[src/common/flstory_cfg.svh]
// Main CPU bus configuration macros
// Address widths, ROM bank layout and control register reset values

`ifndef FLSTORY_CFG_SVH
`define FLSTORY_CFG_SVH

// Main bus and memory widths
`define FL_AW        16
`define FL_ROM_AW    17   // Bit 16 picks the banked half
`define FL_PAL_AW    10

// ROM bank layout, a bank_mode_t value
`define FL_BANK_MODE four_banks

// Control register values after reset
`define FL_BANK_RST      2'd0
`define FL_SUB_RSTN_RST  1'b0   // Sub CPU held in reset
`define FL_SUB_BUSRQ_RST 1'b0   // Sub CPU halted

`endif
[src/common/flstory_pkg.sv]
// Shared types of the main CPU bus block
// Decoded region enum, ROM bank layout enum, video configuration struct

package flstory_pkg;

    // Target of the current main bus cycle
    typedef enum logic [3:0] {
        rom,
        rom_bank,
        vram,
        mcu_latch,
        sub_ctl,     // D001 sub halt
        ctl,         // D002 sub reset and bank
        snd,
        cab,
        oram,
        pal_lo,
        pal_hi,
        vcfg,
        sha,
        none
    } region_t;

    // ROM bank layout of the board variant
    typedef enum logic [1:0] {
        no_banks,
        two_banks,
        four_banks
    } bank_mode_t;

    // Video configuration as seen by the video block
    typedef struct packed {
        logic [1:0] pal_bank;
        logic [1:0] scr_bank;
        logic       scr_flen;
        logic       vflip;
        logic       hflip;
    } vid_cfg_t;

endpackage

[src/common/main_bus_if.sv]
// Shared main bus between host, MCU, decoder and control registers
// Modports for the bus master, the address decoder and snooping registers

`timescale 1ns/10ps
`include "flstory_cfg.svh"

interface main_bus_if import flstory_pkg::*; ();

    logic [`FL_AW-1:0] addr;
    logic [7:0]        dout;     // Master write data
    logic [7:0]        din;      // Read data back to the master
    logic              we;
    logic              rd;
    region_t           region;

    modport master (
        output addr, dout, we, rd,
        input  din, region
    );

    modport decoder (
        input  addr, dout, we, rd,
        output din, region
    );

    // Registers only watch the bus
    modport snoop (
        input addr, dout, din, we, rd, region
    );

endinterface

[src/flstory_main.sv]
// Main CPU bus block top level
// Host APB port, MCU bus sharing, memory map strobes and read path
// Holds the arbiter, decoder, control registers and cabinet inputs

`timescale 1ns/10ps
`include "flstory_cfg.svh"

module flstory_main import flstory_pkg::*; (
    input  logic                  clk,
    input  logic                  rst,
    // Host APB slave
    input  logic                  psel,
    input  logic                  penable,
    input  logic                  pwrite,
    input  logic [`FL_AW-1:0]     paddr,
    input  logic [7:0]            pwdata,
    output logic [7:0]            prdata,
    output logic                  pready,
    // MCU as bus master
    input  logic                  mcu_busrq_n,
    output logic                  mcu_busak_n,
    input  logic [`FL_AW-1:0]     mcu_addr,
    input  logic [7:0]            mcu_dout,
    input  logic                  mcu_we,
    input  logic                  mcu_bus_rd,   // MCU read strobe on the shared bus
    // ROM
    output logic                  rom_cs,
    output logic [`FL_ROM_AW-1:0] rom_addr,
    input  logic [7:0]            rom_data,
    input  logic                  rom_ok,
    input  logic                  dec_en,
    // Board configuration
    input  logic                  mirror,
    input  logic                  osdflip,
    // Shared bus to the memories
    output logic [`FL_AW-1:0]     bus_addr,
    output logic [7:0]            bus_dout,
    output logic [1:0]            vram_we,
    input  logic [15:0]           vram16_dout,
    output logic                  oram_we,
    input  logic [7:0]            oram_dout,
    output logic [1:0]            pal_we,
    output logic [`FL_PAL_AW-1:0] pal_addr,
    input  logic [15:0]           pal16_dout,
    output logic                  sha_we,
    input  logic [7:0]            sha_dout,
    // Mailboxes
    output logic                  mcu_wr,
    output logic                  mcu_rd,
    input  logic [7:0]            mcu_data,
    output logic                  snd_wr,
    output logic                  snd_rd,
    input  logic [7:0]            snd_data,
    input  logic                  mcu_ibf,
    input  logic                  mcu_obf,
    input  logic                  snd_ibf,
    input  logic                  snd_obf,
    // Cabinet
    input  logic [1:0]            coin,
    input  logic [1:0]            cab_1p,
    input  logic                  service,
    input  logic                  tilt,
    input  logic [9:0]            joystick1,
    input  logic [9:0]            joystick2,
    input  logic [23:0]           dipsw,
    // Video and sub CPU control
    output logic [1:0]            pal_bank,
    output logic [1:0]            scr_bank,
    output logic                  scr_flen,
    output logic                  vflip,
    output logic                  hflip,
    output logic                  sub_rstn,
    output logic                  sub_busrq_n
);

    main_bus_if bus ();

    logic [1:0] bank;
    logic [7:0] cab_byte;
    vid_cfg_t   vid;

    assign bus_addr = bus.addr;
    assign bus_dout = bus.dout;
    assign pal_bank = vid.pal_bank;
    assign scr_bank = vid.scr_bank;
    assign scr_flen = vid.scr_flen;
    assign vflip    = vid.vflip;
    assign hflip    = vid.hflip;

    main_arbiter u_arbiter (
        .clk         (clk),
        .rst         (rst),
        .psel        (psel),
        .penable     (penable),
        .pwrite      (pwrite),
        .paddr       (paddr),
        .pwdata      (pwdata),
        .pready      (pready),
        .prdata      (prdata),
        .mcu_busrq_n (mcu_busrq_n),
        .mcu_busak_n (mcu_busak_n),
        .mcu_addr    (mcu_addr),
        .mcu_dout    (mcu_dout),
        .mcu_we      (mcu_we),
        .mcu_rd      (mcu_bus_rd),
        .rom_ok      (rom_ok),
        .rom_cs      (rom_cs),
        .bus         (bus.master)
    );

    main_decoder u_decoder (
        .bank        (bank),
        .pal_bank    (vid.pal_bank),
        .dec_en      (dec_en),
        .rom_data    (rom_data),
        .vram16_dout (vram16_dout),
        .pal16_dout  (pal16_dout),
        .oram_dout   (oram_dout),
        .sha_dout    (sha_dout),
        .mcu_data    (mcu_data),
        .snd_data    (snd_data),
        .cab_byte    (cab_byte),
        .rom_addr    (rom_addr),
        .vram_we     (vram_we),
        .oram_we     (oram_we),
        .pal_we      (pal_we),
        .pal_addr    (pal_addr),
        .sha_we      (sha_we),
        .mcu_wr      (mcu_wr),
        .mcu_rd      (mcu_rd),
        .snd_wr      (snd_wr),
        .snd_rd      (snd_rd),
        .bus         (bus.decoder)
    );

    main_ctrl_regs u_regs (
        .clk         (clk),
        .rst         (rst),
        .mirror      (mirror),
        .osdflip     (osdflip),
        .bank        (bank),
        .sub_rstn    (sub_rstn),
        .sub_busrq_n (sub_busrq_n),
        .vid         (vid),
        .bus         (bus.snoop)
    );

    cab_inputs u_cab (
        .sel         (bus.addr[2:0]),
        .dipsw       (dipsw),
        .coin        (coin),
        .cab_1p      (cab_1p),
        .service     (service),
        .tilt        (tilt),
        .joystick1   (joystick1),
        .joystick2   (joystick2),
        .mcu_ibf     (mcu_ibf),
        .mcu_obf     (mcu_obf),
        .snd_ibf     (snd_ibf),
        .snd_obf     (snd_obf),
        .cab_byte    (cab_byte)
    );

endmodule

[src/cab_inputs.sv]
// Cabinet input byte selection
// DIP switch bytes, coin and start buttons, joysticks, mailbox status flags

`timescale 1ns/10ps

module cab_inputs (
    input  logic [2:0]  sel,        // Low address bits
    input  logic [23:0] dipsw,
    input  logic [1:0]  coin,
    input  logic [1:0]  cab_1p,
    input  logic        service,
    input  logic        tilt,
    input  logic [9:0]  joystick1,
    input  logic [9:0]  joystick2,
    // Mailbox flags
    input  logic        mcu_ibf,
    input  logic        mcu_obf,
    input  logic        snd_ibf,
    input  logic        snd_obf,
    output logic [7:0]  cab_byte
);

    always_comb begin
        case (sel)
            3'd0: cab_byte = dipsw[7:0];
            3'd1: cab_byte = dipsw[15:8];
            3'd2: cab_byte = dipsw[23:16];
            3'd3: cab_byte = {coin, cab_1p, service, tilt, 2'b11};
            3'd4: cab_byte = joystick1[7:0];
            3'd5: cab_byte = joystick2[7:0];
            // Status polled by the main CPU before using the latches
            3'd6: cab_byte = {4'hf, mcu_ibf, mcu_obf, snd_ibf, snd_obf};
            default: cab_byte = 8'hff;
        endcase
    end

endmodule

[src/main/main_ctrl_regs.sv]
// Main CPU control registers
// ROM bank, sub CPU reset and halt, video configuration
// Flip bits pass through one more register stage with the OSD flip

`timescale 1ns/10ps
`include "flstory_cfg.svh"

module main_ctrl_regs import flstory_pkg::*; (
    input  logic       clk,
    input  logic       rst,
    input  logic       mirror,
    input  logic       osdflip,
    output logic [1:0] bank,
    output logic       sub_rstn,
    output logic       sub_busrq_n,
    output vid_cfg_t   vid,
    main_bus_if.snoop  bus
);

    logic [1:0] pal_bank;
    logic [1:0] scr_bank;
    logic       scr_flen;
    logic [1:0] pre_flip;   // {v, h} after mirror correction
    logic [1:0] flip;

    always_ff @(posedge clk) begin
        if (rst) begin
            bank        <= `FL_BANK_RST;
            sub_rstn    <= `FL_SUB_RSTN_RST;
            sub_busrq_n <= `FL_SUB_BUSRQ_RST;
        end else if (bus.we) begin
            if (bus.region == sub_ctl) begin
                sub_busrq_n <= ~bus.dout[0];   // Bit 0 set halts the sub CPU
            end
            if (bus.region == ctl) begin
                sub_rstn <= bus.dout[1];
                bank     <= bus.dout[3:2];
            end
        end
    end

    // Video configuration at DF03
    always_ff @(posedge clk) begin
        if (bus.we && bus.region == vcfg) begin
            pal_bank <= bus.dout[6:5];
            scr_bank <= bus.dout[4:3];
            scr_flen <= bus.dout[2];
            pre_flip <= bus.dout[1:0] ^ {2{mirror}};
        end
        flip <= pre_flip ^ {2{osdflip}};
    end

    assign vid.pal_bank = pal_bank;
    assign vid.scr_bank = scr_bank;
    assign vid.scr_flen = scr_flen;
    assign vid.vflip    = flip[1];
    assign vid.hflip    = flip[0];

endmodule

[src/main/main_decoder.sv]
// Main bus address decoder
// Region decode of the memory map and the write/read strobes
// Banked ROM address for the configured bank layout
// Read data multiplexer with optional ROM bit reversal

`timescale 1ns/10ps
`include "flstory_cfg.svh"

module main_decoder import flstory_pkg::*; (
    input  logic [1:0]              bank,
    input  logic [1:0]              pal_bank,
    input  logic                    dec_en,
    // Read sources
    input  logic [7:0]              rom_data,
    input  logic [15:0]             vram16_dout,
    input  logic [15:0]             pal16_dout,
    input  logic [7:0]              oram_dout,
    input  logic [7:0]              sha_dout,
    input  logic [7:0]              mcu_data,
    input  logic [7:0]              snd_data,
    input  logic [7:0]              cab_byte,
    // Memory side
    output logic [`FL_ROM_AW-1:0]   rom_addr,
    output logic [1:0]              vram_we,
    output logic                    oram_we,
    output logic [1:0]              pal_we,
    output logic [`FL_PAL_AW-1:0]   pal_addr,
    output logic                    sha_we,
    // Mailbox strobes
    output logic                    mcu_wr,
    output logic                    mcu_rd,
    output logic                    snd_wr,
    output logic                    snd_rd,
    main_bus_if.decoder             bus
);

    localparam bank_mode_t BANK_MODE = `FL_BANK_MODE;

    region_t    region;
    logic [7:0] vram_byte;
    logic [7:0] rom_dec;

    function automatic logic [7:0] bit_rev(input logic [7:0] a);
        logic [7:0] r;
        for (int i = 0; i < 8; i++) begin
            r[i] = a[7-i];
        end
        return r;
    endfunction

    // Memory map, partial decode as on the board
    always_comb begin
        region = none;
        case (bus.addr[15:14])
            2'd0, 2'd1: region = rom;
            2'd2:       region = rom_bank;
            default: begin
                case (bus.addr[13:12])
                    2'd0: region = vram;                // C000
                    2'd1: begin
                        case (bus.addr[11:10])
                            2'd0: begin                  // D000 latches
                                case (bus.addr[1:0])
                                    2'd0:    region = mcu_latch;
                                    2'd1:    region = sub_ctl;
                                    2'd2:    region = ctl;
                                    default: region = none;
                                endcase
                            end
                            2'd1: region = snd;          // D400
                            2'd2: region = cab;          // D800
                            default: begin
                                case (bus.addr[9:8])
                                    2'd0: region = oram;   // DC00
                                    2'd1: region = pal_lo;
                                    2'd2: region = pal_hi;
                                    default: region = (bus.addr[1:0] == 2'd3) ? vcfg : none;
                                endcase
                            end
                        endcase
                    end
                    default: region = sha;               // E000 to FFFF
                endcase
            end
        endcase
    end

    assign bus.region = region;

    // Write and mailbox strobes
    assign vram_we  = {2{region == vram && bus.we}} & {bus.addr[0], ~bus.addr[0]};
    assign oram_we  = (region == oram) & bus.we;
    assign sha_we   = (region == sha) & bus.we;
    assign pal_we   = {(region == pal_hi) & bus.we, (region == pal_lo) & bus.we};
    assign pal_addr = {pal_bank, bus.addr[7:0]};
    assign mcu_wr   = (region == mcu_latch) & bus.we;
    assign mcu_rd   = (region == mcu_latch) & bus.rd;
    assign snd_wr   = (region == snd) & bus.we;
    assign snd_rd   = (region == snd) & bus.rd;

    // Banked ROM address
    always_comb begin
        rom_addr = {1'b0, bus.addr};
        if (region == rom_bank && BANK_MODE != no_banks) begin
            rom_addr[16] = 1'b1;
            if (BANK_MODE == two_banks) begin
                rom_addr[15:14] = {1'b0, bank[1]};
            end else begin
                rom_addr[15:14] = bank;
            end
        end
    end

    assign vram_byte = bus.addr[0] ? vram16_dout[15:8] : vram16_dout[7:0];
    assign rom_dec   = dec_en ? bit_rev(rom_data) : rom_data;   // Decryption

    always_comb begin
        case (region)
            rom, rom_bank: bus.din = rom_dec;
            vram:          bus.din = vram_byte;
            mcu_latch:     bus.din = mcu_data;
            snd:           bus.din = snd_data;
            cab:           bus.din = cab_byte;
            oram:          bus.din = oram_dout;
            pal_lo:        bus.din = pal16_dout[7:0];
            pal_hi:        bus.din = pal16_dout[15:8];
            sha:           bus.din = sha_dout;
            default:       bus.din = 8'd0;
        endcase
    end

endmodule

[src/main/main_arbiter.sv]
// Main bus arbiter
// Converts host APB transfers into single-cycle bus strobes
// Grants the bus to the MCU via the busrq/busak pair
// Stretches pready for ROM fetches and while the MCU owns the bus

`timescale 1ns/10ps
`include "flstory_cfg.svh"

module main_arbiter import flstory_pkg::*; (
    input  logic              clk,
    input  logic              rst,
    // Host APB port
    input  logic              psel,
    input  logic              penable,
    input  logic              pwrite,
    input  logic [`FL_AW-1:0] paddr,
    input  logic [7:0]        pwdata,
    output logic              pready,
    output logic [7:0]        prdata,
    // MCU bus master
    input  logic              mcu_busrq_n,
    output logic              mcu_busak_n,
    input  logic [`FL_AW-1:0] mcu_addr,
    input  logic [7:0]        mcu_dout,
    input  logic              mcu_we,
    input  logic              mcu_rd,
    // ROM handshake
    input  logic              rom_ok,
    output logic              rom_cs,
    main_bus_if.master        bus
);

    logic granted;      // MCU owns the bus
    logic host_acc;     // Host access phase with the bus available
    logic rom_region;
    logic host_done;

    // Grant only between host access phases, hold while requested
    always_ff @(posedge clk) begin
        if (rst) begin
            granted <= 1'b0;
        end else if (mcu_busrq_n) begin
            granted <= 1'b0;
        end else if (!(psel && penable)) begin
            granted <= 1'b1;
        end
    end

    assign mcu_busak_n = ~granted;

    assign host_acc   = psel & penable & ~granted;
    assign rom_region = (bus.region == rom) || (bus.region == rom_bank);
    assign host_done  = host_acc & (~rom_region | rom_ok);  // ROM waits for data

    // Bus source select
    assign bus.addr = granted ? mcu_addr : paddr;
    assign bus.dout = granted ? mcu_dout : pwdata;
    assign bus.we   = granted ? mcu_we   : host_done & pwrite;
    assign bus.rd   = granted ? mcu_rd   : host_done & ~pwrite;

    always_comb begin
        rom_cs = 1'b0;
        if (rom_region) begin
            rom_cs = granted ? mcu_rd : host_acc;
        end
    end

    assign pready = host_done;
    assign prdata = bus.din;

endmodule

[config.mk]
export PLATFORM = sky130hd
export DESIGN_NAME = flstory_main
export DESIGN_NICKNAME = d
export VERILOG_FILES = /design/src/common/flstory_pkg.sv /design/src/common/main_bus_if.sv /design/src/flstory_main.sv /design/src/cab_inputs.sv /design/src/main/main_ctrl_regs.sv /design/src/main/main_decoder.sv /design/src/main/main_arbiter.sv
export VERILOG_INCLUDE_DIRS = /design/src /design/src/common
export SDC_FILE = /design/constraint.sdc
export NUM_CORES = 1
export LEC_CHECK = 0
export BUFFER_PORTS_ARGS = -buffer_cell sky130_fd_sc_hd__buf_2
export CORE_AREA = 2 2 104 106
export DETAILED_ROUTE_END_ITERATION = 12
export DIE_AREA = 0 0 106 108
export SYNTH_ARGS = -nofsm -noshare
export SYNTH_HDL_FRONTEND = slang
export SYNTH_SLANG_ARGS = --single-unit
[constraint.sdc]
create_clock -name clk -period 5.25 [get_ports clk]
set_input_delay 0.525 -clock clk [delete_from_list [all_inputs] [get_ports clk]]
set_output_delay 0.525 -clock clk [all_outputs]
set_load 0.005 [all_outputs]
==> PnR_summary.wiki <==
{| class="wikitable"
! Metric !! Value
|-
| Run status || finished clean
|-
| Initial antenna violation count || 0
|-
| Longest Clk Path Bufs || 2
|-
| Global Route met3 Usage || 0.0295
|-
| RSZ-0062 raised after global routing || false
|-
| Starting utilization of the core area || 0.256
|-
| Count of input and output buffers || roughly 260
|-
| Number of remaining DRC errors || 0
|-
| Overall overflow remaining after global route || 0
|-
| Clock tree from TritonCTS || yes
|-
| Die height || around 110 µm
|-
| Flip-flop and latch area || about 350 µm²
|-
| Final #Nets || around 750
|-
| Number of enable-type register cells in the synthesized netlist || 7
|-
| Setup Skew || ~0.84 ps
|-
| Ordered list of cells on the worst path || mux2i_1 > inv_1 > ha_1 > inv_1 > a21boi_0 > a41o_1 > nor3_1 > a221oi_1 > nand3_1 > buf_2
|-
| Final count of hold timing violations || 0
|-
| Number of resized instances in the post-cts repair step || 0
|-
| Most common cell after layout, fill and taps aside || buf_2
|-
| Commonest non-fill, non-tap cells in the layout || buf_2 (262), nand2_1 (45), mux2_2 (32)
|-
| Met1 Track Usage GR || 0.241
|-
| Boundary Pins || 267
|-
| Fill cell total of the finished layout || roughly 1.1k
|-
| Global-route wire length before repair || between 15 and 20 mm
|-
| Final worst-path setup slack || ~800 ps
|-
| Total power density per cell area || roughly 130 mW/mm²
|-
| Cell area reported after detailed placement || between 0.003 and 0.004 mm²
|-
| Critical path arrival || 3920 ps
|-
| Count of antenna-violating nets left after detailed routing || 0
|-
| Share of layout cells above drive strength 1 || 0.569
|-
| Post-Layout Inst Area || approximately 0.0039 mm²
|-
| Transition time of the tightest slew-check pin || ~1000 ps
|-
| R2R Setup Slk || ~1300 ps
|-
| Largest voltage drop on the vdd net || 66.9 µV
|-
| Worst-path cell with the longest stage delay || a41o_1
|-
| Per-cell routed wire length || between 15 and 20 µm
|-
| YS warnings || 0
|-
| Clk pin slew, worst setup/hold paths || ~60 ps
|-
| Number of violations reported at the end of detailed-routing iteration 0 || approximately 160
|-
| Number of iterations in the first detailed-routing pass || 5
|-
| Number of vias after detailed routing || around 3.6k
|-
| Delay of the slowest cell on the worst path || 890 ps
|-
| Routing usage on met2 || 0.404
|-
| Post-synth ARST share || 0
|-
| Max frequency || between 200 and 250 MHz
|-
| Multi-input combinational cell area || a little under 0.002 mm²
|-
| Post-CTS Repair Setup Buffers || 0
|-
| Mean instance size in the synthesized netlist || between 7 and 8 µm²
|-
| Placed wire-length estimate || 10.5 mm
|-
| Max Cap Viol || 0
|-
| Ant diodes || 0
|-
| Via count of the first global-routing pass || around 3.5k
|-
| Dominant synthesized flop cell || edfxtp_1
|-
| Die X || ~110 µm
|-
| Area enclosed by the die boundary || roughly 0.011 mm²
|-
| Setup TNS || 0 ps
|-
| Clock root buffer master || clkbuf_8
|-
| GR peak layer || met2
|-
| Leakage power || slightly below 2 nW
|-
| Total power of the final layout || just over 0.0005 W
|-
| Post-cts hold buffer count || 0
|-
| Number of CTS-inserted buffers || 3
|-
| Max-slew violation count || 0
|-
| CP startpoint kind || flop
|-
| Post-synth cell types || a little under 70
|-
| Gate family responsible for the most delay along the worst path || compound AO/OA/AOI/OAI gates
|-
| Worst slew margin || 0.315
|-
| P&R area growth vs syn || 50.5%
|-
| Most frequent cell on the critical path || inv_1
|-
| Post-synthesis instance area || roughly 0.0026 mm²
|-
| Endpoint kind of the worst setup timing path || primary output
|-
| Drt total wl || about 13 mm
|-
| Total number of placement rows || 37
|-
| GRT Util Overall || 0.208
|-
| Core box area || ~0.010 mm²
|-
| Clk sink count || 14
|-
| Clock latency on the worst-skew pair || between 200 and 250 ps
|-
| Hold crit path type || flop to flop
|-
| Number of setup violations in the final report || 0
|-
| Synth Instances || ~330
|-
| Worst slack, placed || roughly 1100 ps
|-
| Critical path start-end classification || flop to primary output
|-
| Largest net degree at the start of global routing || 25
|-
| CP Max Fanout || 22
|-
| Shortest clock period the worst path allows after layout || around 4400 ps
|-
| Share of the yosys chip area belonging to registers || 0.134
|-
| Period utilization || 0.848
|-
| Bufs and invs on worst path || 3
|-
| Net count after synthesis || ~520
|-
| Final Wtd Congestion || between 0.9 and 1
|-
| Vias/cell || 5.12
|-
| Number of H-tree levels || 1
|-
| Count of state elements after synthesis || 14
|-
| Worst Hold Slack || about 440 ps
|-
| Data required time of the worst path || about 4700 ps
|}
## registers in the layout, summed over array words and instances, names as in the netlist
signal,flops
u_regs.sub_rstn,1
u_regs.scr_bank,2
u_regs.pre_flip,2
u_regs.scr_flen,1
u_regs.sub_busrq_n,1
u_regs.bank,2
u_regs.pal_bank,2
u_regs.flip,2
u_arbiter.granted,1
## power breakdown
part | internal, W | leakage (nW) | switching, W | total (W)
clock network | 0.0000516 | 0.0231 | 0.0000353 | 0.0000868
registers | 0.000117 | 0.121 | 0.00000322 | 0.000120
logic | 0.000152 | 1.84 | 0.000160 | 0.000312
## cell type report
cell class / instances / share of cell area
multi-input combinational: 264 / 0.501
inverter: 13 / 0.0124
timing repair buffer: 267 / 0.343
tap: 136 / 0.0432
sequential: 14 / 0.0893
clock buffer: 3 / 0.0105
clock inverter: 1 / 0.000954
## cell usage after synthesis (all sizes together) (3+ instances only)
library cell  count  area (µm²)
a2111oi           4        35.0
a21oi            10        50.1
a221oi            6        58.8
a222oi            3        30.0
a22oi            17         133
a31oi             5        31.3
and2              3        18.8
buf              35         238
clkbuf            6        22.5
dfxtp             7         140
edfxtp            7         210
ha                3        37.5
inv              13        48.8
mux2             35         394
mux2i            20         208
nand2            45         169
nand2b            5        31.3
nand3             5        25.0
nand3b            3        22.5
nand4             9        56.3
nand4b            3        26.3
nor2              8        30.0
nor2b             3        18.8
nor3             12        65.1
nor3b             4        40.0
nor4              5        37.5
o21a              3        22.5
o21ai             8        40.0
o22ai             5        31.3
or3b              3        26.3
xor2              3        26.3
## final timing paths
path / to / cells after the start / startpoint
worst max-delay path: prdata[7] / 10 / u_arbiter.granted
worst min-delay path: u_regs.flip[1] / 1 / u_regs.pre_flip[1]
worst max register to register: u_regs.pal_bank[0] / 8 / u_arbiter.granted
worst min register to register: u_regs.flip[1] / 1 / u_regs.pre_flip[1]
## routing by layer
layer  share of wire  routed length [µm]
met5               0                   0
met4           0.019                 243
met3           0.079                 985
met2            0.51                6340
met1            0.40                4950
## through the flow
step	std cells	utilization
final	698	0.385
after global routing	698	0.385
after CTS	698	0.385
after detailed placement	694	0.380
after global placement	694	0.380
after floorplan	332	-
## kinds of logic (layout without fill, tap and decap cells)
group / Yosys count / in the layout / synth area share
simple gates: 119 / 119 / 0.250
compound gates: 83 / 83 / 0.241
mux: 55 / 55 / 0.230
buf+inv: 54 / 284 / 0.118
flops: 14 / 14 / 0.134
xor+xnor: 4 / 4 / 0.0134
fa+ha+maj: 3 / 3 / 0.0143
Note: power is estimated with default switching activity, not from simulation.
